[src/design/cache_pkg.sv]
package cache_pkg;

   // Default geometry, overridden through the top level parameters
   localparam int DEF_ADDR_W        = 12;
   localparam int DEF_DATA_W        = 32;
   localparam int DEF_NLINES_W      = 4;
   localparam int DEF_WORD_OFFSET_W = 2;
   localparam int DEF_WTBUF_DEPTH_W = 2;

   typedef enum logic [2:0] {
      IDLE,
      LOOKUP,
      WAIT_WTB,
      FILL,
      FILL_DONE
   } ctrl_state_t;

endpackage
[src/design/cache_data_store.sv]
`timescale 1ns/1ps

module cache_data_store #(
   parameter int DATA_W        = cache_pkg::DEF_DATA_W,
   parameter int NLINES_W      = cache_pkg::DEF_NLINES_W,
   parameter int WORD_OFFSET_W = cache_pkg::DEF_WORD_OFFSET_W,
   localparam int NBYTES       = DATA_W / 8,
   localparam int DADDR_W      = NLINES_W + WORD_OFFSET_W
) (
   input  logic               clk_i,
   input  logic [DADDR_W-1:0] addr_i,
   input  logic               we_i,
   input  logic [NBYTES-1:0]  wstrb_i,
   input  logic [DATA_W-1:0]  wdata_i,
   output logic [DATA_W-1:0]  rd_o
);

   // One entry per word, line index in the upper address bits
   logic [DATA_W-1:0] mem [2**DADDR_W];

   always_ff @(posedge clk_i) begin
      if (we_i) begin
         for (int b = 0; b < NBYTES; b++) begin
            if (wstrb_i[b]) begin
               mem[addr_i][b*8 +: 8] <= wdata_i[b*8 +: 8];
            end
         end
      end
      rd_o <= mem[addr_i];
   end

endmodule

[config.mk]
export PLATFORM = sky130hd
export DESIGN_NAME = cache_data_store
export DESIGN_NICKNAME = d
export VERILOG_FILES = /design/src/design/cache_pkg.sv /design/src/design/cache_data_store.sv
export SDC_FILE = /design/constraint.sdc
export NUM_CORES = 2
export LEC_CHECK = 0
export BUFFER_PORTS_ARGS = -buffer_cell sky130_fd_sc_hd__clkbuf_2
export CORE_AREA = 2 2 517 519
export CTS_BUF_LIST = sky130_fd_sc_hd__clkbuf_2
export CTS_CLUSTER_DIAMETER = 100
export CTS_CLUSTER_SIZE = 20
export DETAILED_ROUTE_END_ITERATION = 7
export DIE_AREA = 0 0 519 521
export REMOVE_ABC_BUFFERS = 1
export SLEW_MARGIN = 25
export SYNTH_ARGS = -nofsm -noshare
export SYNTH_HDL_FRONTEND = slang
export SYNTH_SLANG_ARGS = --single-unit
export TNS_END_PERCENT = 10
[constraint.sdc]
create_clock -name clk_i -period 5.3 [get_ports clk_i]
set_clock_uncertainty 0.2 [all_clocks]
set_input_delay 0.53 -clock clk_i [delete_from_list [all_inputs] [get_ports clk_i]]
set_output_delay 0.53 -clock clk_i [all_outputs]
set_load 0.05 [all_outputs]
==> out/metrics.yaml <==
status: "completed"
ys_top_cells_by_area: "edfxtp_1 78%, a221oi_1 5.5%, a22oi_1 2.8%"
fin_area_sq_um: 85700
drc: 0
critPathRequiredTime_ns: 6.77
core_sq_um: 264000
post_cts.repair.setup_buffers: 0
syn_area_sq_um: 79000
worstPathArrival_ns: 5.82
clock_sink_count: 2080
dp_hpwl_um: 147000
gr-total-overflow: 0
yosysSeqAreaShare_pct: 78.6
dp.cells: 8033
dpl_cell_area_sq_um: 83700
use_met1_pct: 24.2
yosysWarnings: 0
use_met2_pct: 27.9
first_pass_iters: 8
area_growth_pct: 8.41
crit_top_cell: "dlygate4sd3_1"
wl_um: 246000
drtIter0Drc: 7131
slew_headroom_pct: 21.5
synth_most_common_cell: "edfxtp_1"
whs_path_depth: 6
r2r_cells: 8
wire_per_inst_um: 29.5
die_area_sq_um: 270000
ys_ff_latch: 2080
die_w_um: 519
synth.distinct_cells: 52
boundaryPins: 76
drtAntennaViolNets: 0
worstPathCellList: "dlygate4sd3_1 > clkbuf_8 > dlygate4sd3_1 > buf_4 > nor2_4 > buf_4 > a221oi_1 > o221ai_1 > o21ai_0 > nor3b_1 > dlygate4sd3_1 > or4_1 > dlygate4sd3_1"
hp-class: "input pin to flop"
hold_viol: 0
path_class: "input pin to flop"
power_density_nw_per_um2: 306
start_util_pct: 29.9
vias_per_cell: 5.62
rows: 189
layout_setup_ws_ns: 0.947
setup_viol: 0
cp_max_fo: 25
use_met3_pct: 3.03
tightest_slew_ns: 1.17
synthFlopType: "edfxtp_1"
cts_tree: "built"
timing.fmax_mhz: 230
grt-busiest-layer: "met2"
finalNonFillerCells: 8341
grt_pass1_wl_um: 347000
antenna_found_initial: 14
holdWs_ns: 0.208
drive_gt1_share_pct: 12.2
drv_slew: 0
cts-resized-gates: 0
synth_edf_count: 2048
drv_cap: 0
yosys.area.top_type: "edfxtp_1"
leakage_uw: 0.0254
synthCells: 4646
avgSynthCellArea_sq_um: 17.0
fin_setup_tns_ns: 0
h-tree-depth: 3
place_congestion: 0.847
clkTransAtPathRegs_ns: 0.37
cts_root_buf: "clkbuf_2"
num_vias: 46900
final_nets: 4751
synth_top_area_share_pct: 77.8
synthArstFlopShare_pct: 0
insertion_delay_ns: 1.75
synth_commonest_cells: "2,048 x edfxtp_1, 509 x nor2_1, 493 x a221oi_1"
cts_made_buffers: 114
grt_util_all_layers_pct: 17.6
post-place-ws_ns: 1.07
worst_path_largest_cell_delay_ns: 0.92
die_h_um: 521
rsz0062_at_grt: "false"
period_share_pct: 82.1
cts_buffer_depth: 3
cp_slowest_cell: "nor2_4"
endpoint_kind: "flop"
grt_pass1_vias: 44900
period_minus_slack_ns: 4.35
cp-start-kind: "input pin"
io_buffers: 75
vdd_drop_max_v: 0.000182
grt_max_degree: 96
## power by group
| part | internal, uW | total (uW) | switching [uW] | leakage [uW] |
|---|---|---|---|---|
| clock | 997 | 5810 | 4810 | 0.000885 |
| combinational | 554 | 2160 | 1600 | 0.00588 |
| sequential | 18200 | 18200 | 75.9 | 0.0187 |
## metal layers
| layer | up-vias | part of all wire, % |
|---|---|---|
| met5 | - | 0.034 |
| met4 | 12 | 3.9 |
| met3 | 441 | 10 |
| met2 | 2975 | 46 |
| met1 | 24300 | 39 |
| li1 | 19200 | - |
## logic make-up (layout without fill, tap and decap cells)
kind of cell | count (synthesis) | count (layout) | synth area share [%]
other | 0 | 4 | 0
muxes | 210 | 210 | 3.44
AOI/OAI and AO/OA | 1219 | 1219 | 11.7
and+or+nand+nor | 762 | 762 | 4.10
DFF | 2080 | 2080 | 78.6
buffers and inverters | 375 | 533 | 2.16
## worst max-delay path, delay by kind of cell
family / cells / cell delay (ns)
AND/OR/NAND/NOR: 3 / 1.24
AO/OA/AOI/OAI: 3 / 0.59
buffers and inverters: 7 / 3.41
## stage by stage
step / total power (uW) / util, %
after global placement: 20700 / 31.7
final: 26200 / 32.4
after floorplan: 19500 / -
after detailed placement: 20700 / 31.7
after global routing: 26900 / 32.4
after CTS: 26200 / 32.4
## what timing repair did
item	4_1_cts	5_1_grt
hold buffers	91	0
setup endpoints to repair	0	0
endpoints found under the hold margin	3187	0
## registers in the layout, summed over array words and instances (netlist names)
| name | cells |
|---|---|
| rd_o | 32 |
| mem | 2048 |
## layout by cell type, fill, tap and decap left out, drive strengths merged, types with 32 or more instances in the layout
cell type    count
edfxtp        2048
a22oi          291
a221oi         493
mux2            76
mux2i           92
dlygate4sd3     91
a21oi           63
o22ai          135
nor2           509
mux4            42
o21ai          127
buf            154
nor3            57
clkbuf         280
nand2           82
dfxtp           32
## final timing paths
| kind | start | end | slack (ns) |
|---|---|---|---|
| worst max-delay path | addr_i[0] | rd_o[0]$_DFF_P_ | 0.95 |
| worst max register to register | mem[6][28]$_DFFE_PP_ | rd_o[28]$_DFF_P_ | 1.99 |
| worst min register to register | mem[15][14]$_DFFE_PP_ | rd_o[14]$_DFF_P_ | 0.52 |
| worst min-delay path | addr_i[2] | rd_o[4]$_DFF_P_ | 0.21 |
## cell type report
cell class | count | area (sq um)
inverters | 3 | 26.3
clock buffers | 208 | 1040
repair buffers | 317 | 2710
diodes | 4 | 10.0
clock inverters | 5 | 31.3
fillers | 25600 | 179000
flip-flops and latches | 2080 | 62100
well taps | 3533 | 4420
multi-input cells | 2191 | 15300
No activity file was read; power rests on OpenSTA's default activity.
