===== config.mk =====
export PLATFORM = sky130hd
export DESIGN_NAME = backend_arbiter
export DESIGN_NICKNAME = d
export VERILOG_FILES = /design/src/design/cache_pkg.sv /design/src/design/backend_arbiter.sv
export SDC_FILE = /design/constraint.sdc
export NUM_CORES = 1
export LEC_CHECK = 0
export BUFFER_PORTS_ARGS = -buffer_cell sky130_fd_sc_hd__buf_2
export CORE_AREA = 2 2 68 70
export DETAILED_ROUTE_END_ITERATION = 10
export DIE_AREA = 0 0 70 72
export PLACE_DENSITY = 0.73
export SLEW_MARGIN = 40
export SYNTH_ARGS = -nofsm -noshare
export SYNTH_HDL_FRONTEND = slang
export SYNTH_SLANG_ARGS = --single-unit

===== constraint.sdc =====
create_clock -name clk_i -period 1.2 [get_ports clk_i]
set_input_delay 0.24 -clock clk_i [delete_from_list [all_inputs] [get_ports clk_i]]
set_output_delay 0.24 -clock clk_i [all_outputs]
set_load 0.01 [all_outputs]

===== src/design/cache_pkg.sv =====
package cache_pkg;

   // Default geometry, overridden through the top level parameters
   localparam int DEF_ADDR_W        = 12;
   localparam int DEF_DATA_W        = 32;
   localparam int DEF_NLINES_W      = 4;
   localparam int DEF_WORD_OFFSET_W = 2;
   localparam int DEF_WTBUF_DEPTH_W = 2;

   typedef enum logic [2:0] {
      IDLE,
      LOOKUP,
      WAIT_WTB,
      FILL,
      FILL_DONE
   } ctrl_state_t;

endpackage

===== src/design/backend_arbiter.sv =====
`timescale 1ns/1ps

module backend_arbiter #(
   parameter int ADDR_W   = cache_pkg::DEF_ADDR_W,
   parameter int DATA_W   = cache_pkg::DEF_DATA_W,
   localparam int BOFF_W  = $clog2(DATA_W / 8)
) (
   input  logic                     clk_i,
   input  logic                     rst_i,
   input  logic                     wtb_empty_i,
   input  logic [ADDR_W-1:0]        wtb_addr_i,
   input  logic [DATA_W-1:0]        wtb_data_i,
   input  logic [DATA_W/8-1:0]      wtb_strb_i,
   input  logic                     fill_req_i,
   input  logic [ADDR_W-1:0]        fill_addr_i,
   input  logic                     be_ack_i,
   input  logic [DATA_W-1:0]        be_rdata_i,
   output logic                     wtb_pop_o,
   output logic                     fill_ack_o,
   output logic [DATA_W-1:0]        fill_rdata_o,
   output logic                     be_req_o,
   output logic [ADDR_W-BOFF_W-1:0] be_addr_o,
   output logic [DATA_W-1:0]        be_wdata_o,
   output logic [DATA_W/8-1:0]      be_wstrb_o
);

   logic busy;
   logic own_wtb;

   // Grant is held until the backend acks, buffer drains first
   always_ff @(posedge clk_i or posedge rst_i) begin
      if (rst_i) begin
         busy    <= 1'b0;
         own_wtb <= 1'b0;
      end else if (busy) begin
         if (be_ack_i) begin
            busy <= 1'b0;
         end
      end else if (!wtb_empty_i) begin
         busy    <= 1'b1;
         own_wtb <= 1'b1;
      end else if (fill_req_i) begin
         busy    <= 1'b1;
         own_wtb <= 1'b0;
      end
   end

   assign be_req_o   = busy;
   assign be_addr_o  = own_wtb ? wtb_addr_i[ADDR_W-1:BOFF_W] : fill_addr_i[ADDR_W-1:BOFF_W];
   assign be_wdata_o = wtb_data_i;
   // Fill reads go out with no strobes
   assign be_wstrb_o = own_wtb ? wtb_strb_i : '0;

   assign wtb_pop_o    = busy && own_wtb && be_ack_i;
   assign fill_ack_o   = busy && !own_wtb && be_ack_i;
   assign fill_rdata_o = be_rdata_i;

endmodule


==> results_dict.tcl <==
set metrics [dict create \
    min_path_type "in2reg" \
    drt_iter0_markers 9 \
    leakagePower_uw 0.0003782 \
    final_core_utilization_pct 17.64 \
    avgRoutedWirePerCell_um 13.59 \
    htreeDepth 1 \
    clock_latency_ns 0.21 \
    cts_max_path_buffers 2 \
    critPathTopFamily "flip-flops" \
    die_x_um 70 \
    synth.most_common_cell "buf_4" \
    wirelength_mm 1.739 \
    setup_ws_ns -0.2615 \
    drive_gt1_share_pct 89.47 \
    synth_top_cells_by_count "64 x buf_4, 7 x mux2_2, 4 x and2_2" \
    grt_use_met2_pct 10.48 \
    crit_fanout 7 \
    syn-mean-instance-area_um2 8.397 \
    hold_ws_ns 0.2073 \
    nNetsFinal 175 \
    worst-path-buf-inv 2 \
    drt_first_pass_iters 2 \
    ir_drop_mv 0.2458 \
    crit_arrival_ns 1.22 \
    worst_pin_slew_ns 0.1873 \
    fmax_ghz 0.6842 \
    track_usage_pct 6.106 \
    finalSetupViolations 16 \
    synthesis.area_um2 755.7 \
    crit_path_start_kind "flop" \
    coreArea_um2 4264 \
    relSlewSlack_pct 87.52 \
    finalMaxSlewViolations 0 \
    grtUsageMet1_pct 2.771 \
    grt_pass1_vias 482 \
    dp_hpwl_mm 1.415 \
    critPathKind "reg2out" \
    syn_to_final_growth_pct -0.4967 \
    synth-edff-count 0 \
    slowest_delay_ns 0.42 \
    die_h_um 72 \
    cp.required_ns 0.96 \
    yosys.area.top_type_share_pct 63.58 \
    synth_area_leaders "buf_4 64%, mux2_2 10%, dfrtp_1 6.6%, mux2_4 6.0%, and2_2 4.0%" \
    ctsRootBufferMaster "clkbuf_8" \
    fin_crit_sh_pct 121.8 \
    cts.sinks 2 \
    finalNonFillerCells 128 \
    seq_area_frac_synth_pct 6.623 \
    ant_nets 0 \
    fin_worst_skew_ns 0.0009322 \
    ys_seq_elements 2 \
    ys_types 14 \
    crit_path_cell_trace "clkbuf_16 > mux2_4 > buf_6" \
    path_clk_slew_ns 0.03 \
    antenna_found_initial 0 \
    grt_remaining_overflow 0 \
    yosys.area.top_type "buf_4" \
    synth_cells 90 \
    ys.flop_type "dfrtp_1" \
    boundaryPins 178 \
    fp-row-count 24 \
    dieArea_um2 5040 \
    finalHoldViolations 0 \
    critPathCaptureType "output port" \
    grt_pass1_wl_mm 2.311 \
    place_inst 122 \
    drv_cap 0 \
    numCtsBuffers 3 \
    gp_congestion 0.5249 \
    grt-busiest-layer "met2" \
    grt_use_met3_pct 4.861 \
    drc_errors 0 \
    ys_async_sr_fraction_pct 100.0 \
    grt_max_degree 16 \
    powerDensity_nw_per_um2 1163 \
    rsz0062_at_grt "yes" \
    violations "negative setup slack" \
    crit_slowest_cell "dfrtp_2" \
    cts_tree "yes" \
    start_util_pct 17.72 \
    yosys_warnings 0 \
    fin_crit_ns 1.462 \
    outcome "finished with violations" \
    antenna_cells 0 \
    avgViaCountPerCell 3.781 \
    via_count 484 \
    power.total_uw 874.8 \
    syn_nets 187 \
    io_buffer_count 45 \
]
==> sequential cells by signal (all words and copies together), names as in the netlist <==
register  cells
own_wtb       1
be_req_o      1
==> cell usage in the layout, fill, tap and decap left out, drive strengths merged <==
master,synthesis,layout
and3,1,1
nor2,2,2
dfrtp,2,2
dlygate4sd3,0,1
clkbuf,0,4
nand2b,1,1
inv,1,1
buf,66,47
o2bb2ai,1,1
mux2,10,10
and2,4,4
nand2,1,1
a21boi,1,1
==> routing by layer <==
layer | wire length [um] | up-vias | part of all wire, %
li1 | - | 190 | -
met1 | 306 | 192 | 18
met2 | 867 | 72 | 50
met3 | 391 | 30 | 22
met4 | 174 | 0 | 10
met5 | 0 | - | 0
==> cells by family after synthesis <==
family | share of synthesized area, %
buffers and inverters | 67.55
muxes | 16.39
and+or+nand+nor | 7.286
AOI/OAI and AO/OA | 2.153
DFF | 6.623
==> metrics by stage <==
stage | cell area [um2] | TNS (ns) | setup WS (ns)
floorplan | 755.7 | 0 | 0.04784
global placement | 559.3 | -0.08048 | -0.02665
detailed placement | 559.3 | -0.1369 | -0.03512
CTS | 693.2 | -2.907 | -0.2466
global route | 752.0 | -3.764 | -0.2842
finish | 752.0 | -3.264 | -0.2615
==> area by class of cell <==
cell class,instances,area (um2)
clock buffers,3,41.29
fillers,468,3512
inverters,1,3.754
multi-input cells,21,205.2
flip-flops and latches,2,51.30
well taps,52,65.06
repair buffers,49,385.4
==> what timing repair did <==
action	4_1_cts	5_1_grt
endpoints found under the setup margin	16	16
endpoints found under the hold margin	2	0
hold buffers	1	0
pin swaps	0	1
cloned	0	1
resized for setup	12	8
setup buffers	1	0
==> power by group <==
| group | total, uW | internal, uW | switching (uW) | leakage [uW] |
|---|---|---|---|---|
| Sequential | 97.3 | 80.3 | 17.0 | 0.0000214 |
| Clock | 263 | 212 | 51.1 | 0.0000216 |
| Combinational | 514 | 342 | 172 | 0.000335 |
==> path summary, 6_finish.rpt <==
path | startpoint | end | slack (ns) | cells past startpoint
worst max-delay path | own_wtb | be_addr_o[6] | -0.26 | 3
worst min-delay path | wtb_empty_i | own_wtb | 0.21 | 2
worst max register to register | own_wtb | own_wtb | 0.26 | 3
worst min register to register | be_req_o | own_wtb | 0.55 | 1
max in group asynchronous | rst_i | own_wtb | 0.63 | 3
min in group asynchronous | rst_i | own_wtb | 0.45 | 3
(Power assumes the default switching activity.)
