==> config.mk <==
export PLATFORM = sky130hd
export DESIGN_NAME = cache_tag_store
export DESIGN_NICKNAME = d
export VERILOG_FILES = /design/src/design/cache_pkg.sv /design/src/design/cache_tag_store.sv
export SDC_FILE = /design/constraint.sdc
export NUM_CORES = 1
export LEC_CHECK = 0
export ABC_AREA = 1
export BUFFER_PORTS_ARGS = -buffer_cell sky130_fd_sc_hd__buf_2
export CAP_MARGIN = 15
export CORE_ASPECT_RATIO = 0.75
export CORE_UTILIZATION = 30
export CTS_BUF_LIST = sky130_fd_sc_hd__clkbuf_16
export DETAILED_ROUTE_END_ITERATION = 12
export SETUP_SLACK_MARGIN = 0.5
export SLEW_MARGIN = 20
export SYNTH_ARGS = -nofsm -noshare
export SYNTH_HDL_FRONTEND = slang
export SYNTH_SLANG_ARGS = --single-unit
==> constraint.sdc <==
create_clock -name clk_i -period 1.2 [get_ports clk_i]
set_input_delay 0.06 -clock clk_i [delete_from_list [all_inputs] [get_ports clk_i]]
set_output_delay 0.06 -clock clk_i [all_outputs]
set_load 0.005 [all_outputs]
==> src/design/cache_pkg.sv <==
package cache_pkg;

   // Default geometry, overridden through the top level parameters
   localparam int DEF_ADDR_W        = 12;
   localparam int DEF_DATA_W        = 32;
   localparam int DEF_NLINES_W      = 4;
   localparam int DEF_WORD_OFFSET_W = 2;
   localparam int DEF_WTBUF_DEPTH_W = 2;

   typedef enum logic [2:0] {
      IDLE,
      LOOKUP,
      WAIT_WTB,
      FILL,
      FILL_DONE
   } ctrl_state_t;

endpackage
==> src/design/cache_tag_store.sv <==
`timescale 1ns/1ps

module cache_tag_store #(
   parameter int ADDR_W        = cache_pkg::DEF_ADDR_W,
   parameter int DATA_W        = cache_pkg::DEF_DATA_W,
   parameter int NLINES_W      = cache_pkg::DEF_NLINES_W,
   parameter int WORD_OFFSET_W = cache_pkg::DEF_WORD_OFFSET_W,
   localparam int TAG_W        = ADDR_W - NLINES_W - WORD_OFFSET_W - $clog2(DATA_W / 8)
) (
   input  logic                clk_i,
   input  logic                rst_i,
   input  logic [NLINES_W-1:0] idx_i,
   input  logic                we_i,
   input  logic [TAG_W-1:0]    wr_tag_i,
   input  logic                invalidate_i,
   output logic [TAG_W-1:0]    rd_tag_o,
   output logic                rd_valid_o
);

   localparam int NLINES = 2 ** NLINES_W;

   logic [TAG_W-1:0]  tag_mem [NLINES];
   logic [NLINES-1:0] valid;

   always_ff @(posedge clk_i) begin
      if (we_i) begin
         tag_mem[idx_i] <= wr_tag_i;
      end
      rd_tag_o <= tag_mem[idx_i];
   end

   // Invalidate wins over a fill completing in the same cycle
   always_ff @(posedge clk_i or posedge rst_i) begin
      if (rst_i) begin
         valid      <= '0;
         rd_valid_o <= 1'b0;
      end else begin
         if (invalidate_i) begin
            valid <= '0;
         end else if (we_i) begin
            valid[idx_i] <= 1'b1;
         end
         rd_valid_o <= valid[idx_i];
      end
   end

endmodule

==> flow_summary.yaml <==
run_status:
  run_status: "completed"
setup_path:
  required_ps: 1420
  start_kind: "flop"
  end_kind: "flop"
  cp_slowest_cell: "edfxtp_1"
  cp_slowest_stage_delay_ps: 360
  critical_path_buf_inv_count: 1
  cpLargestDelayFamily: "simple AND/OR/NAND/NOR gates"
  crit_chain: "nand2_1, nand2_1, nand2_1, nand2_1, nand2_1, nand2_1, inv_1, nand2_1"
  critPathArrivalTime_ps: 1220
  path_class: "flop to flop"
  path_common_cell: "nand2_1"
  cp_max_fo: 1
timing:
  slew_violations: 0
  fin_crit_ps: 996
  max_slew_margin_pct: 75.5
  hold_ws_ps: 82.0
  hold_viol_final: 0
  fmax_mhz: 1000
  period_share_pct: 83.0
  setup_viol: 0
  setup_slack_ps: 204
  rsz0062_at_grt: "true"
  skew_ps: 7.18
  tightest_slew_ps: 367
power:
  p_int_mw: 5.43
  swShare_pct: 21.2
  p_sw_mw: 1.46
  seqPwrFrac_pct: 47.4
  combPwrFrac_pct: 8.0
  leakage_nw: 2.15
  ir_drop_mv: 1.16
  p_clk_share_pct: 44.6
  power_density_mw_per_mm2: 1460
  power_mw: 6.89
yosys:
  synthTopCellsByArea: "edfxtp_1 52%, nand2_1 23%, dfrtp_1 12%"
  postSynthAreaPerCell_sq_um: 9.24
  synth-async-reset-ratio_pct: 20.0
  ys_dominant_reg_cell: "edfxtp_1"
  netlist.area_leader.share_pct: 52.0
  netlist_area_sq_mm: 0.00370
  synth_nets: 412
  synth_most_common_cell: "nand2_1"
  synth_edf_count: 64
  syn_inst: 400
  ys_types: 16
  ys_seq_area_share_pct: 65.7
  yosys_warnings: 0
  yosys-top-cells-count: "225 x nand2_1, 64 x edfxtp_1, 30 x nor2_1, 23 x inv_1, 17 x dfrtp_1"
  yosysTopAreaCell: "edfxtp_1"
  ys_seq_elements: 85
grt:
  grt.overflow.total: 0
  antenna_found_initial: 0
  grt_first_pass_wirelength_mm: 13.9
  first_global_vias: 2629
  grt_max_degree: 24
  met1_usage_pct: 21.9
  use_met2_pct: 21.4
  grt_usage_pct: 14.9
  top_usage_layer: "met1"
  use_met3_pct: 4.33
drt:
  drt_iter0_drc: 178
  wire_per_inst_um: 14.2
  num_vias: 2653
  drc_errors: 0
  first_pass_iters: 4
  ant_nets: 0
  routed_wirelength_mm: 8.53
  vias_per_cell: 4.41
clocking:
  cts.path.max_buffers: 2
  numCtsBuffers: 9
  htreeDepth: 3
  cts-root-buf: "clkbuf_16"
  clock_latency_ps: 340
  clk_pin_slew_worst_paths_ps: 60
  tritoncts: "built"
  cts_sinks: 85
hold_path:
  hp-class: "primary input to flop"
cells_and_area:
  fin_util_pct: 39.9
  nNetsFinal: 447
  layout-drive-gt1-share_pct: 27.3
  antennaDiodeCount: 0
  layout-area-overhead-vs-synth_pct: 27.3
die:
  core_area_sq_mm: 0.0118
  die_y_um: 98.1
  die_area_sq_mm: 0.0128
  io_pins: 17
  start_util_pct: 31.4
  dieWidth_um: 130
  num_rows: 34
placement:
  post-place-ws_ps: -38.7
  post-dp-hpwl_mm: 5.50
  place.port_buffers: 16
  place_congestion: 0.779
flow_run:
  maxCapViolations: 0
## final cells by class
| type | instances | area (sq um) |
|---|---|---|
| tap | 162 | 203 |
| clock inverter | 7 | 106 |
| clock buffer | 9 | 225 |
| fill | 1125 | 7080 |
| inverter | 31 | 163 |
| timing repair buffer | 39 | 298 |
| multi-input combinational | 269 | 1280 |
| sequential | 85 | 2430 |
## path summary, 6_finish.rpt
path | startpoint | to | slack (ps) | cells past startpoint
min in group asynchronous | rst_i | valid[11]$_DFFE_PP0P_ | 290 | 4
worst min register to register | valid[8]$_DFFE_PP0P_ | valid[8]$_DFFE_PP0P_ | 500 | 2
worst max-delay path | tag_mem[7][2]$_DFFE_PP_ | rd_tag_o[2]$_DFF_P_ | 200 | 8
worst min-delay path | idx_i[2] | tag_mem[3][2]$_DFFE_PP_ | 80 | 2
max in group asynchronous | rst_i | valid[15]$_DFFE_PP0P_ | 710 | 4
worst max register to register | tag_mem[7][2]$_DFFE_PP_ | rd_tag_o[2]$_DFF_P_ | 200 | 8
## routing by layer
metal	up-vias	part of all wire (%)
met1	1274	48
li1	1309	-
met5	-	0
met2	63	44
met4	0	1.0
met3	7	7.0
## power by group through the flow
| stage | registers, mW | clock network, mW | logic (mW) |
|---|---|---|---|
| after floorplan | 3.32 | 0 | 0.277 |
| after global routing | 3.27 | 3.22 | 0.625 |
| after global placement | 3.32 | 0 | 0.457 |
| after CTS | 3.26 | 3.13 | 0.513 |
| final | 3.26 | 3.07 | 0.554 |
| after detailed placement | 3.32 | 0 | 0.462 |
## stage by stage
step	setup TNS [ps]	cell area, sq um	instances
6_report	0	4700	602
3_3_place_gp	-284	4060	580
2_1_floorplan	0	3740	400
5_1_grt	0	4700	602
4_1_cts	0	4540	600
3_5_place_dp	-658	4060	580
## cell families (layout without fill, tap and decap cells)
| group | count (synthesis) | after routing | share of synthesized area, % |
|---|---|---|---|
| and+or+nand+nor | 266 | 266 | 28.5 |
| DFF | 85 | 85 | 65.7 |
| buffers and inverters | 46 | 86 | 5.38 |
| AOI/OAI and AO/OA | 3 | 3 | 0.406 |
## repair_timing
action | CTS | global route
endpoints found under the hold margin | 17 | 0
resized for setup | 38 | 54
endpoints found under the setup margin | 83 | 89
setup buffers | 3 | 2
pin swaps | 11 | 26
hold buffers | 1 | 0
## state kept, by name, indices dropped and copies added (netlist names)
register and cells:
rd_tag_o 4, rd_valid_o 1, tag_mem 64, valid 16
## placed cells by master (no fill, tap or decap), types with 2 or more instances in the layout
| cell type | synthesis | routed |
|---|---|---|
| nor2_1 | 30 | 17 |
| inv_4 | 1 | 6 |
| dfrtp_1 | 17 | 17 |
| buf_4 | 5 | 18 |
| clkbuf_16 | 0 | 9 |
| nand2_1 | 225 | 203 |
| nor3_4 | 0 | 5 |
| inv_2 | 7 | 9 |
| nand2_2 | 0 | 13 |
| nand2_4 | 0 | 9 |
| bufinv_16 | 0 | 3 |
| dfxtp_1 | 4 | 4 |
| a21oi_2 | 0 | 2 |
| nor2_2 | 3 | 9 |
| inv_1 | 23 | 11 |
| nor2_4 | 3 | 10 |
| clkinv_1 | 0 | 2 |
| buf_2 | 4 | 11 |
| inv_6 | 0 | 4 |
| buf_6 | 0 | 8 |
| edfxtp_1 | 64 | 64 |
Power figures use the tool's default switching activity.
