## src/design/cache_pkg.sv

```systemverilog
package cache_pkg;

   // Default geometry, overridden through the top level parameters
   localparam int DEF_ADDR_W        = 12;
   localparam int DEF_DATA_W        = 32;
   localparam int DEF_NLINES_W      = 4;
   localparam int DEF_WORD_OFFSET_W = 2;
   localparam int DEF_WTBUF_DEPTH_W = 2;

   typedef enum logic [2:0] {
      IDLE,
      LOOKUP,
      WAIT_WTB,
      FILL,
      FILL_DONE
   } ctrl_state_t;

endpackage
```

## src/design/cache_ctrl.sv

```systemverilog
`timescale 1ns/1ps

module cache_ctrl #(
   parameter int ADDR_W        = cache_pkg::DEF_ADDR_W,
   parameter int DATA_W        = cache_pkg::DEF_DATA_W,
   parameter int NLINES_W      = cache_pkg::DEF_NLINES_W,
   parameter int WORD_OFFSET_W = cache_pkg::DEF_WORD_OFFSET_W,
   localparam int NBYTES       = DATA_W / 8,
   localparam int BOFF_W       = $clog2(NBYTES),
   localparam int TAG_W        = ADDR_W - NLINES_W - WORD_OFFSET_W - BOFF_W
) (
   input  logic                              clk_i,
   input  logic                              rst_i,
   input  logic                              req_i,
   input  logic [ADDR_W-1:0]                 addr_i,
   input  logic [DATA_W-1:0]                 wdata_i,
   input  logic [NBYTES-1:0]                 wstrb_i,
   input  logic                              invalidate_i,
   input  logic [TAG_W-1:0]                  tag_rd_tag_i,
   input  logic                              tag_rd_valid_i,
   input  logic [DATA_W-1:0]                 data_rd_i,
   input  logic                              wtb_full_i,
   input  logic                              wtb_empty_i,
   input  logic                              fill_ack_i,
   input  logic [DATA_W-1:0]                 fill_rdata_i,
   output logic [DATA_W-1:0]                 rdata_o,
   output logic                              ack_o,
   output logic [NLINES_W-1:0]               tag_idx_o,
   output logic                              tag_we_o,
   output logic [TAG_W-1:0]                  tag_wr_tag_o,
   output logic [NLINES_W+WORD_OFFSET_W-1:0] data_addr_o,
   output logic                              data_we_o,
   output logic [NBYTES-1:0]                 data_wstrb_o,
   output logic [DATA_W-1:0]                 data_wdata_o,
   output logic                              wtb_push_o,
   output logic [ADDR_W-1:0]                 wtb_addr_o,
   output logic [DATA_W-1:0]                 wtb_data_o,
   output logic [NBYTES-1:0]                 wtb_strb_o,
   output logic                              fill_req_o,
   output logic [ADDR_W-1:0]                 fill_addr_o,
   output logic                              invalidate_o
);

   cache_pkg::ctrl_state_t state;

   logic [TAG_W-1:0]         req_tag;
   logic [NLINES_W-1:0]      req_idx;
   logic [WORD_OFFSET_W-1:0] req_word;
   logic [WORD_OFFSET_W-1:0] fill_cnt;
   logic                     fill_abort;
   logic                     is_write;
   logic                     hit;
   logic                     in_fill;

   // Request address split, held by the master until ack
   assign req_tag  = addr_i[ADDR_W-1 -: TAG_W];
   assign req_idx  = addr_i[BOFF_W+WORD_OFFSET_W +: NLINES_W];
   assign req_word = addr_i[BOFF_W +: WORD_OFFSET_W];
   assign is_write = |wstrb_i;
   assign hit      = tag_rd_valid_i && (tag_rd_tag_i == req_tag);
   assign in_fill  = (state == cache_pkg::FILL);

   assign tag_idx_o    = req_idx;
   assign tag_wr_tag_o = req_tag;
   // A fill cut by invalidate leaves the line invalid
   assign tag_we_o     = (state == cache_pkg::FILL_DONE) && !fill_abort;
   assign invalidate_o = invalidate_i;

   assign data_addr_o  = {req_idx, in_fill ? fill_cnt : req_word};
   assign data_we_o    = (state == cache_pkg::LOOKUP && is_write && hit && !wtb_full_i) ||
                         (in_fill && fill_ack_i);
   assign data_wstrb_o = in_fill ? {NBYTES{1'b1}} : wstrb_i;
   assign data_wdata_o = in_fill ? fill_rdata_i : wdata_i;

   // Every write goes to the buffer, hit or miss
   assign wtb_push_o = (state == cache_pkg::LOOKUP) && is_write;
   assign wtb_addr_o = addr_i;
   assign wtb_data_o = wdata_i;
   assign wtb_strb_o = wstrb_i;

   assign fill_req_o  = in_fill;
   assign fill_addr_o = {req_tag, req_idx, fill_cnt, {BOFF_W{1'b0}}};

   always_ff @(posedge clk_i or posedge rst_i) begin
      if (rst_i) begin
         state      <= cache_pkg::IDLE;
         ack_o      <= 1'b0;
         fill_cnt   <= '0;
         fill_abort <= 1'b0;
      end else begin
         ack_o <= 1'b0;
         case (state)
            cache_pkg::IDLE: begin
               // req_i is still high in the ack cycle
               if (req_i && !ack_o) begin
                  state <= cache_pkg::LOOKUP;
               end
            end
            cache_pkg::LOOKUP: begin
               if (is_write) begin
                  if (!wtb_full_i) begin
                     ack_o <= 1'b1;
                     state <= cache_pkg::IDLE;
                  end
               end else if (hit) begin
                  ack_o <= 1'b1;
                  state <= cache_pkg::IDLE;
               end else begin
                  state <= cache_pkg::WAIT_WTB;
               end
            end
            cache_pkg::WAIT_WTB: begin
               // Backend must hold every pending write before the fill
               if (wtb_empty_i) begin
                  fill_cnt   <= '0;
                  fill_abort <= 1'b0;
                  state      <= cache_pkg::FILL;
               end
            end
            cache_pkg::FILL: begin
               if (invalidate_i) begin
                  fill_abort <= 1'b1;
               end
               if (fill_ack_i) begin
                  fill_cnt <= fill_cnt + 1'b1;
                  if (&fill_cnt) begin
                     state <= cache_pkg::FILL_DONE;
                  end
               end
            end
            cache_pkg::FILL_DONE: begin
               ack_o <= 1'b1;
               state <= cache_pkg::IDLE;
            end
            default: state <= cache_pkg::IDLE;
         endcase
      end
   end

   // Hit data from the store, miss data caught as the word passes by
   always_ff @(posedge clk_i) begin
      if (state == cache_pkg::LOOKUP) begin
         rdata_o <= data_rd_i;
      end else if (in_fill && fill_ack_i && (fill_cnt == req_word)) begin
         rdata_o <= fill_rdata_i;
      end
   end

endmodule

```

## config.mk

```make
export PLATFORM = sky130hd
export DESIGN_NAME = cache_ctrl
export DESIGN_NICKNAME = d
export VERILOG_FILES = /design/src/design/cache_pkg.sv /design/src/design/cache_ctrl.sv
export SDC_FILE = /design/constraint.sdc
export NUM_CORES = 1
export LEC_CHECK = 0
export ABC_AREA = 0
export ABC_CLOCK_PERIOD_IN_PS = 4200
export BUFFER_PORTS_ARGS = -buffer_cell sky130_fd_sc_hd__buf_2
export CAP_MARGIN = 25
export CORE_AREA = 10 10 100 102
export CTS_CLUSTER_DIAMETER = 50
export DETAILED_ROUTE_END_ITERATION = 8
export DIE_AREA = 0 0 110 112
export PLACE_DENSITY_LB_ADDON = 0.05
export SYNTH_ARGS = -nofsm -noshare
export SYNTH_HDL_FRONTEND = slang
export SYNTH_SLANG_ARGS = --single-unit
export TNS_END_PERCENT = 50
```

## constraint.sdc

```tcl
create_clock -name clk_i -period 4.2 [get_ports clk_i]
set_input_delay 0.21 -clock clk_i [delete_from_list [all_inputs] [get_ports clk_i]]
set_output_delay 0.21 -clock clk_i [all_outputs]
set_load 0.005 [all_outputs]
```

==> results of run 1 <==
flip-flops by register name, indices dropped and copies added (netlist names):
| signal | cells |
|---|---|
| state | 3 |
| rdata_o | 32 |
| ack_o | 1 |
| fill_cnt | 2 |
| fill_abort | 1 |
tightest hold or removal path, delay by kind of cell:
kind | cells | cell delay, ns
AOI/OAI and AO/OA | 1 | 0.06
and+or+nand+nor | 1 | 0.09
buffers and inverters | 1 | 0.09
Yosys cell counts (all sizes together), types with 2 or more instances:
cell / instances / share of area
dfrtp: 7 / 0.061
a22o: 2 / 0.0061
o21ai: 3 / 0.0052
clkbuf: 4 / 0.0057
edfxtp: 32 / 0.33
nand3: 3 / 0.0052
a21oi: 2 / 0.0035
mux2i: 3 / 0.010
mux2: 32 / 0.13
nor2b: 2 / 0.0043
nor2: 2 / 0.0026
xor2: 2 / 0.0061
nand2: 107 / 0.14
inv: 8 / 0.010
buf: 79 / 0.20
nand2b: 8 / 0.017
layout by cell type, fill, tap and decap left out, types with 2 or more instances in the layout:
cell	n
inv_1	7
nand2b_1	8
a22o_1	2
buf_4	3
mux2_2	32
xor2_1	2
o21ai_0	3
edfxtp_1	32
a21oi_1	2
nand2_1	107
nor2b_1	2
dfrtp_1	7
conb_1	2
clkbuf_1	2
buf_2	245
mux2i_1	3
nor2_1	2
nand3_1	3
clkbuf_8	5
final cells by class:
class / instances / area share
Inverter: 8 / 0.00797
Multi-Input combinational cell: 186 / 0.300
Clock buffer: 7 / 0.0203
Clock inverter: 1 / 0.00133
Tap cell: 105 / 0.0349
Timing Repair Buffer: 249 / 0.334
Sequential cell: 39 / 0.301
worst min-delay path by stage:
stage | cells past startpoint | slack (ns) | to
floorplan | 1 | 0.01 | ack_o
global placement | 2 | 0.17 | ack_o
detailed placement | 2 | 0.17 | ack_o
CTS | 3 | 0.20 | fill_abort
global route | 2 | 0.21 | rdata_o[14]
finish | 3 | 0.21 | fill_abort
where the power goes:
part / switching (mW) / total [mW] / leakage (nW) / internal [mW]
registers: 0.0808 / 0.720 / 0.393 / 0.639
logic: 0.571 / 1.06 / 1.58 / 0.492
clock network: 0.127 / 0.244 / 0.0422 / 0.117
metal layers:
| layer | global-route usage | share of wire | routed length, um |
|---|---|---|---|
| met1 | 0.146 | 0.35 | 3590 |
| met2 | 0.283 | 0.53 | 5350 |
| met3 | 0.0484 | 0.11 | 1100 |
| met4 | 0.0530 | 0.015 | 151 |
| met5 | 0 | 0 | 0 |
cells by family (layout without fill, tap and decap cells):
family | count (synthesis) | after routing | synth area share
and+or+nand+nor | 130 | 130 | 0.193
buffers and inverters | 91 | 265 | 0.220
DFF | 39 | 39 | 0.395
muxes | 35 | 35 | 0.136
AOI/OAI and AO/OA | 15 | 15 | 0.0418
xor gates and xnor gates | 3 | 3 | 0.00914
adders and majority gates | 1 | 1 | 0.00435
other | 1 | 2 | 0.00130
repair_timing:
action | 4_1_cts | 5_1_grt
hold buffers | 1 | 0
gates resized for setup | 0 | 0
buffers inserted | 0 | 0
hold endpoints to repair | 7 | 0
stage by stage:
| stage | hold slack, ns | cells | instance area (um2) |
|---|---|---|---|
| after floorplan | 0.0134 | 316 | 2880 |
| after global placement | 0.168 | 586 | 3680 |
| after detailed placement | 0.170 | 586 | 3680 |
| after CTS | 0.204 | 595 | 3770 |
| after global routing | 0.213 | 595 | 3770 |
| final | 0.206 | 595 | 3770 |
==> results.md, run 1 <==
* Power Density at 538 nW/um2
* Crit path from: state[0]
* # DRC at 0
* Synth Cell Area at 2880 um2
* CTS root buffer: clkbuf_8
* IO Pins at 272
* Worst setup EP type: flip-flop
* Routed Antenna Nets at 0
* Setup Skew at roughly 0.0056 ns
* Yosys Warn Count at 0
* Initial antenna violation count at 0
* FF-to-FF path depth at 6
* Total number of vias at 2,642
* GRT Residual Overflow at 0
* Fin worst setup slack at 1.63 ns
* Die footprint at 12,300 um2
* DRT Pass-1 Iters at 4
* Area Growth Syn to Fin at 31.0%
* Status: completed
* Worst vdd ir at 0.000303 V
* Routed WL at 10,200 um
* CP Cell Sequence: nor2b_1 -> nand2_1 -> inv_2 -> nand2_1 -> o32ai_4 -> buf_4
* Max-Cap Viols at 0
* Critical path type: flip-flop to flip-flop
* Post-synth EDFFs at 32
* Initial core utilization at 0.357
* Ys async rst share at 0.179
* Die Wd at around 110 um
* Worst reg2reg path endpoint: rdata_o[13]
* Hold Path Class: primary input to flip-flop
* Inserted Diodes at 0
* Final Wtd Congestion at 0.889
* Max H-tree Level at 2
* TNS Setup at 0 ns
* Multi-input gate area at roughly 1100 um2
* CTS Buffer Depth at 2
* FF+latch count, synth at 39
* Final min period at 2.57 ns
* Proportion of synthesized chip area in sequential cells at 0.395
* Top FF cell, synth: edfxtp_1
* Critical path arrival at 2.51 ns
* Fmax at between 300 and 400 MHz
* Crit-path max cell delay at 0.56 ns
* CTS tree: done
* Register clock-pin slew on the reported worst setup and hold paths at 0.08 ns
* Setup crit start kind: flip-flop
* Vias in the first global route at ~2,900
* R2r startpoint: state[0]
* Vias per cell at between 4 and 5
* Average cell area after synthesis at 9.13 um2
* Routed WL per cell at 17.1 um
* Unique masters post-synth at 40
* Largest net degree at the start of global routing at 40
* WP buf/inv at 2
* Register-to-register path setup slack at 1.63 ns
* Num rows at 33
* Cell family with most CP delay: buffers and inverters
* RSZ-0062 raised after global routing: no
* Total power at about 2 mW
* Max-slew violations at 0
* Pleak at 2.02 nW
* Crit path required time at 4.13 ns
* Fin nets at 614
* Fraction of layout instances using a drive strength above 1 at 0.594
* Global-route wire length before repair at 14,800 um
* Fillers at around 820
* Number of cells on the critical path at 6
* Core Region at 8050 um2
* Final period utilization at 0.613
* Crit path capture: rdata_o[13]
* Die Y at 112 um
* Number of buffers created by CTS at 5
* Core Util, Final at 0.468
* Worst Tran Pin Value at roughly 0.61 ns
* Hold Path Origin: invalidate_i
* Setup WS pre-CTS at about 1.6 ns
* Num Clock Sinks at 39
* Final hold violation count at 0
* IO buf count at 245
* Detail Placement HPWL at 8510 um
* Total Routing Usage GR at 0.150
* # setup viols final at 0
* Post-synthesis cell count at roughly 320
* Relative max-transition margin at 0.595
* Reg area at 1140 um2
* Iter 0 DRT Violations at 87
* Slowest CP cell: dfrtp_1
* Peak fanout along the critical path at 36
* Worst-skew pair later-pin latency at ~0.28 ns
* CP dominant cell by count: nand2_1
Note: power is estimated with default switching activity, not from simulation.
==> inputs of run 2 (changes only) <==
--- a/config.mk
+++ b/config.mk
@@ -6,7 +6,7 @@
 export NUM_CORES = 1
 export LEC_CHECK = 0
 export ABC_AREA = 0
-export ABC_CLOCK_PERIOD_IN_PS = 4200
+export ABC_CLOCK_PERIOD_IN_PS = 2700
 export BUFFER_PORTS_ARGS = -buffer_cell sky130_fd_sc_hd__buf_2
 export CAP_MARGIN = 25
 export CORE_AREA = 10 10 100 102
==> constraint.sdc (replaced) <==
create_clock -name clk_i -period 2.7 [get_ports clk_i]
set_input_delay 0.135 -clock clk_i [delete_from_list [all_inputs] [get_ports clk_i]]
set_output_delay 0.135 -clock clk_i [all_outputs]
set_load 0.005 [all_outputs]
==> run 2 against run 1 <==
Net effect: cell count increased by 0.67%; hold slack got worse by 0.095 ns; sequential share of layout area decreased by 0.26 points; final area increased by 0.86%; clock power increased by 57%; highest routed layer unchanged.
==> results.md, run 2 (synthesized netlist as in run 1, its figures left out) <==
* Initial antenna violation count at 0 (unchanged)
* Fmax at 477 MHz
* RSZ-0062 raised after global routing: no (unchanged)
* Final min period at between 2 and 2.5 ns
* TNS Setup at 0 ns (unchanged)
* Inserted Diodes at 0 (unchanged)
* Total number of vias at 2,694 (was 2,642)
* Regs by FF count: rdata_o (32), state (3), fill_cnt (2) (unchanged)
* Largest net degree at the start of global routing at 40 (unchanged)
* Die footprint at 12,300 um2 (unchanged)
* Register clock-pin slew on the reported worst setup and hold paths at 0.08 ns (about the same)
* Peak fanout along the critical path at 22 (was 36)
* Final Wtd Congestion at 0.920 (was 0.889)
* Critical path arrival at 1.96 ns (was 2.51 ns)
* CTS tree: done (unchanged)
* Max reg flops at 32 (unchanged)
* Global-route wire length before repair at 14,800 um (about the same)
* Pleak at 2.04 nW (was 2.02 nW)
* Logic pwr share at 0.533 (was 0.525)
* Final period utilization at 0.777
* Max-slew violations at 0 (unchanged)
* Commonest non-fill, non-tap cell in the layout: buf_2 (unchanged)
* Max-Cap Viols at 0 (unchanged)
* Sw Share at 0.384 (about the same)
* Worst setup EP type: primary output (was flip-flop)
* Clock power share at 0.119 (was 0.120)
* Final hold violation count at 0 (unchanged)
* Power Density at 843 nW/um2 (was 538 nW/um2)
* Hold Path Class: primary input to flip-flop (unchanged)
* Total Routing Usage GR at 0.153 (was 0.150)
* Most frequent cells in the layout: 245 x buf_2, 107 x nand2_1, 32 x mux2_2, 32 x edfxtp_1, 8 x nand2b_1 (unchanged)
* # DRC at 0 (unchanged)
* Psw at 1.23 mW (was 0.780 mW)
* Fin nets at 618 (was 614)
* DRT Pass-1 Iters at 6 (was 4)
* Vias in the first global route at 2,872 (was 2,856)
* Routed Antenna Nets at 0 (unchanged)
* Core Region at 8050 um2 (unchanged)
* Most flops, register: rdata_o (unchanged)
* Setup Skew at 0.00716 ns (was 0.00561 ns)
* IO buf count at 245 (unchanged)
* Number of buffers created by CTS at 5 (unchanged)
* Crit-path max cell delay at 0.58 ns (was 0.56 ns)
* Detail Placement HPWL at 8730 um (was 8510 um)
* Core Util, Final at 0.472 (was 0.468)
* Iter 0 DRT Violations at 130 (was 87)
* Fraction of layout instances using a drive strength above 1 at 0.601 (was 0.594)
* Die Wd at 110 um (unchanged)
* Crit path required time at 2.57 ns (was 4.13 ns)
* Num rows at 33 (unchanged)
* Die Y at 112 um (unchanged)
* Num Clock Sinks at 39 (unchanged)
* CTS Buffer Depth at 2 (unchanged)
* Worst vdd ir at 0.000352 V (was 0.000303 V)
* Pint at 1.97 mW (was 1.25 mW)
* Max H-tree Level at 2 (unchanged)
* Status: completed (unchanged)
* # setup viols final at 0 (unchanged)
* Routed WL at 10,400 um (was 10,200 um)
* Setup crit start kind: flip-flop (unchanged)
* CP Cell Sequence: nor3b_4 -> buf_4 -> nand2_1 -> o31ai_1 -> buf_2 (was nor2b_1 -> nand2_1 -> inv_2 -> nand2_1 -> o32ai_4 -> buf_4)
* Slowest CP cell: dfrtp_1 (unchanged)
* IO Pins at 272 (unchanged)
* Vias per cell at 4.50 (was 4.44)
* Post-CTS sizing at 0 (unchanged)
* GRT Residual Overflow at 0 (unchanged)
* Worst-skew pair later-pin latency at 0.29 ns (was 0.28 ns)
* CTS root buffer: clkbuf_8 (unchanged)
* Area Growth Syn to Fin at 32.1% (was 31.0%)
* Routed WL per cell at 17.4 um (was 17.1 um)
* Critical path type: flip-flop to primary output (was flip-flop to flip-flop)
* Initial core utilization at 0.357 (unchanged)
* Reg power frac at 0.348 (was 0.355)
==> run 2: cell types whose count changed in the layout (fill, tap and decap cells not counted), sizes merged <==
| cell | delta |
|---|---|
| buf | +4 |
| clkinv | +2 |
| clkbuf | -2 |
==> run 2: final cells by class <==
class,instances,area [um2]
fillers,807,4250
clock inverters,3,15.0
repair buffers,253,1290
flip-flops and latches,39,1140
multi-input cells,186,1130
well taps,105,131
clock buffers,5,68.8
inverters,8,30.0
==> run 2: path summary, 6_finish.rpt <==
path / startpoint / end / slack (ns) / cells after the start
max reg2reg: state[0] / rdata_o[22] / 0.71 / 6
min in group asynchronous: rst_i / fill_cnt[0] / 0.32 / 3
min: invalidate_i / fill_abort / 0.11 / 3
max: state[0] / data_we_o / 0.60 / 5
max in group asynchronous: rst_i / state[2] / 2.16 / 3
min reg2reg: fill_abort / fill_abort / 0.55 / 2
==> run 2: worst max-delay path, delay by kind of cell, from the launching register on <==
kind / cells / cell delay, ns
compound gates: 1 / 0.22
simple gates: 2 / 0.38
buf+inv: 2 / 0.50
flops: 1 / 0.58
==> run 2: power by group through the flow <==
stage	registers (mW)	clock network, mW	logic, mW
6_report	1.12	0.382	1.71
5_1_grt	1.14	0.423	1.90
4_1_cts	1.12	0.405	1.76
3_5_place_dp	1.13	0	1.76
3_3_place_gp	1.12	0	1.74
2_1_floorplan	1.14	0	1.01
==> run 2: per-stage QoR <==
step                hold WS (ns)  instance area [um2]  total power, mW  setup slack, ns  instances
detailed placement        0.0982                 3710             2.89            0.737        590
global placement          0.0859                 3710             2.86            0.788        590
CTS                        0.108                 3800             3.29            0.567        599
global route               0.125                 3800             3.47            0.456        599
floorplan                -0.0616                 2890             2.15           0.0109        316
finish                     0.111                 3800             3.20            0.602        599
==> run 2: what timing repair did <==
action,4_1_cts,5_1_grt
hold buffers,1,0
setup buffers,0,0
endpoints found under the hold margin,7,0
==> run 2: per-layer routing <==
| layer | vias up | track usage | routed length (um) |
|---|---|---|---|
| met5 | - | 0 | 0 |
| met4 | 0 | 0.0651 | 308 |
| met3 | 24 | 0.0542 | 1190 |
| met2 | 147 | 0.290 | 5400 |
| met1 | 1195 | 0.140 | 3520 |
| li1 | 1328 | - | - |
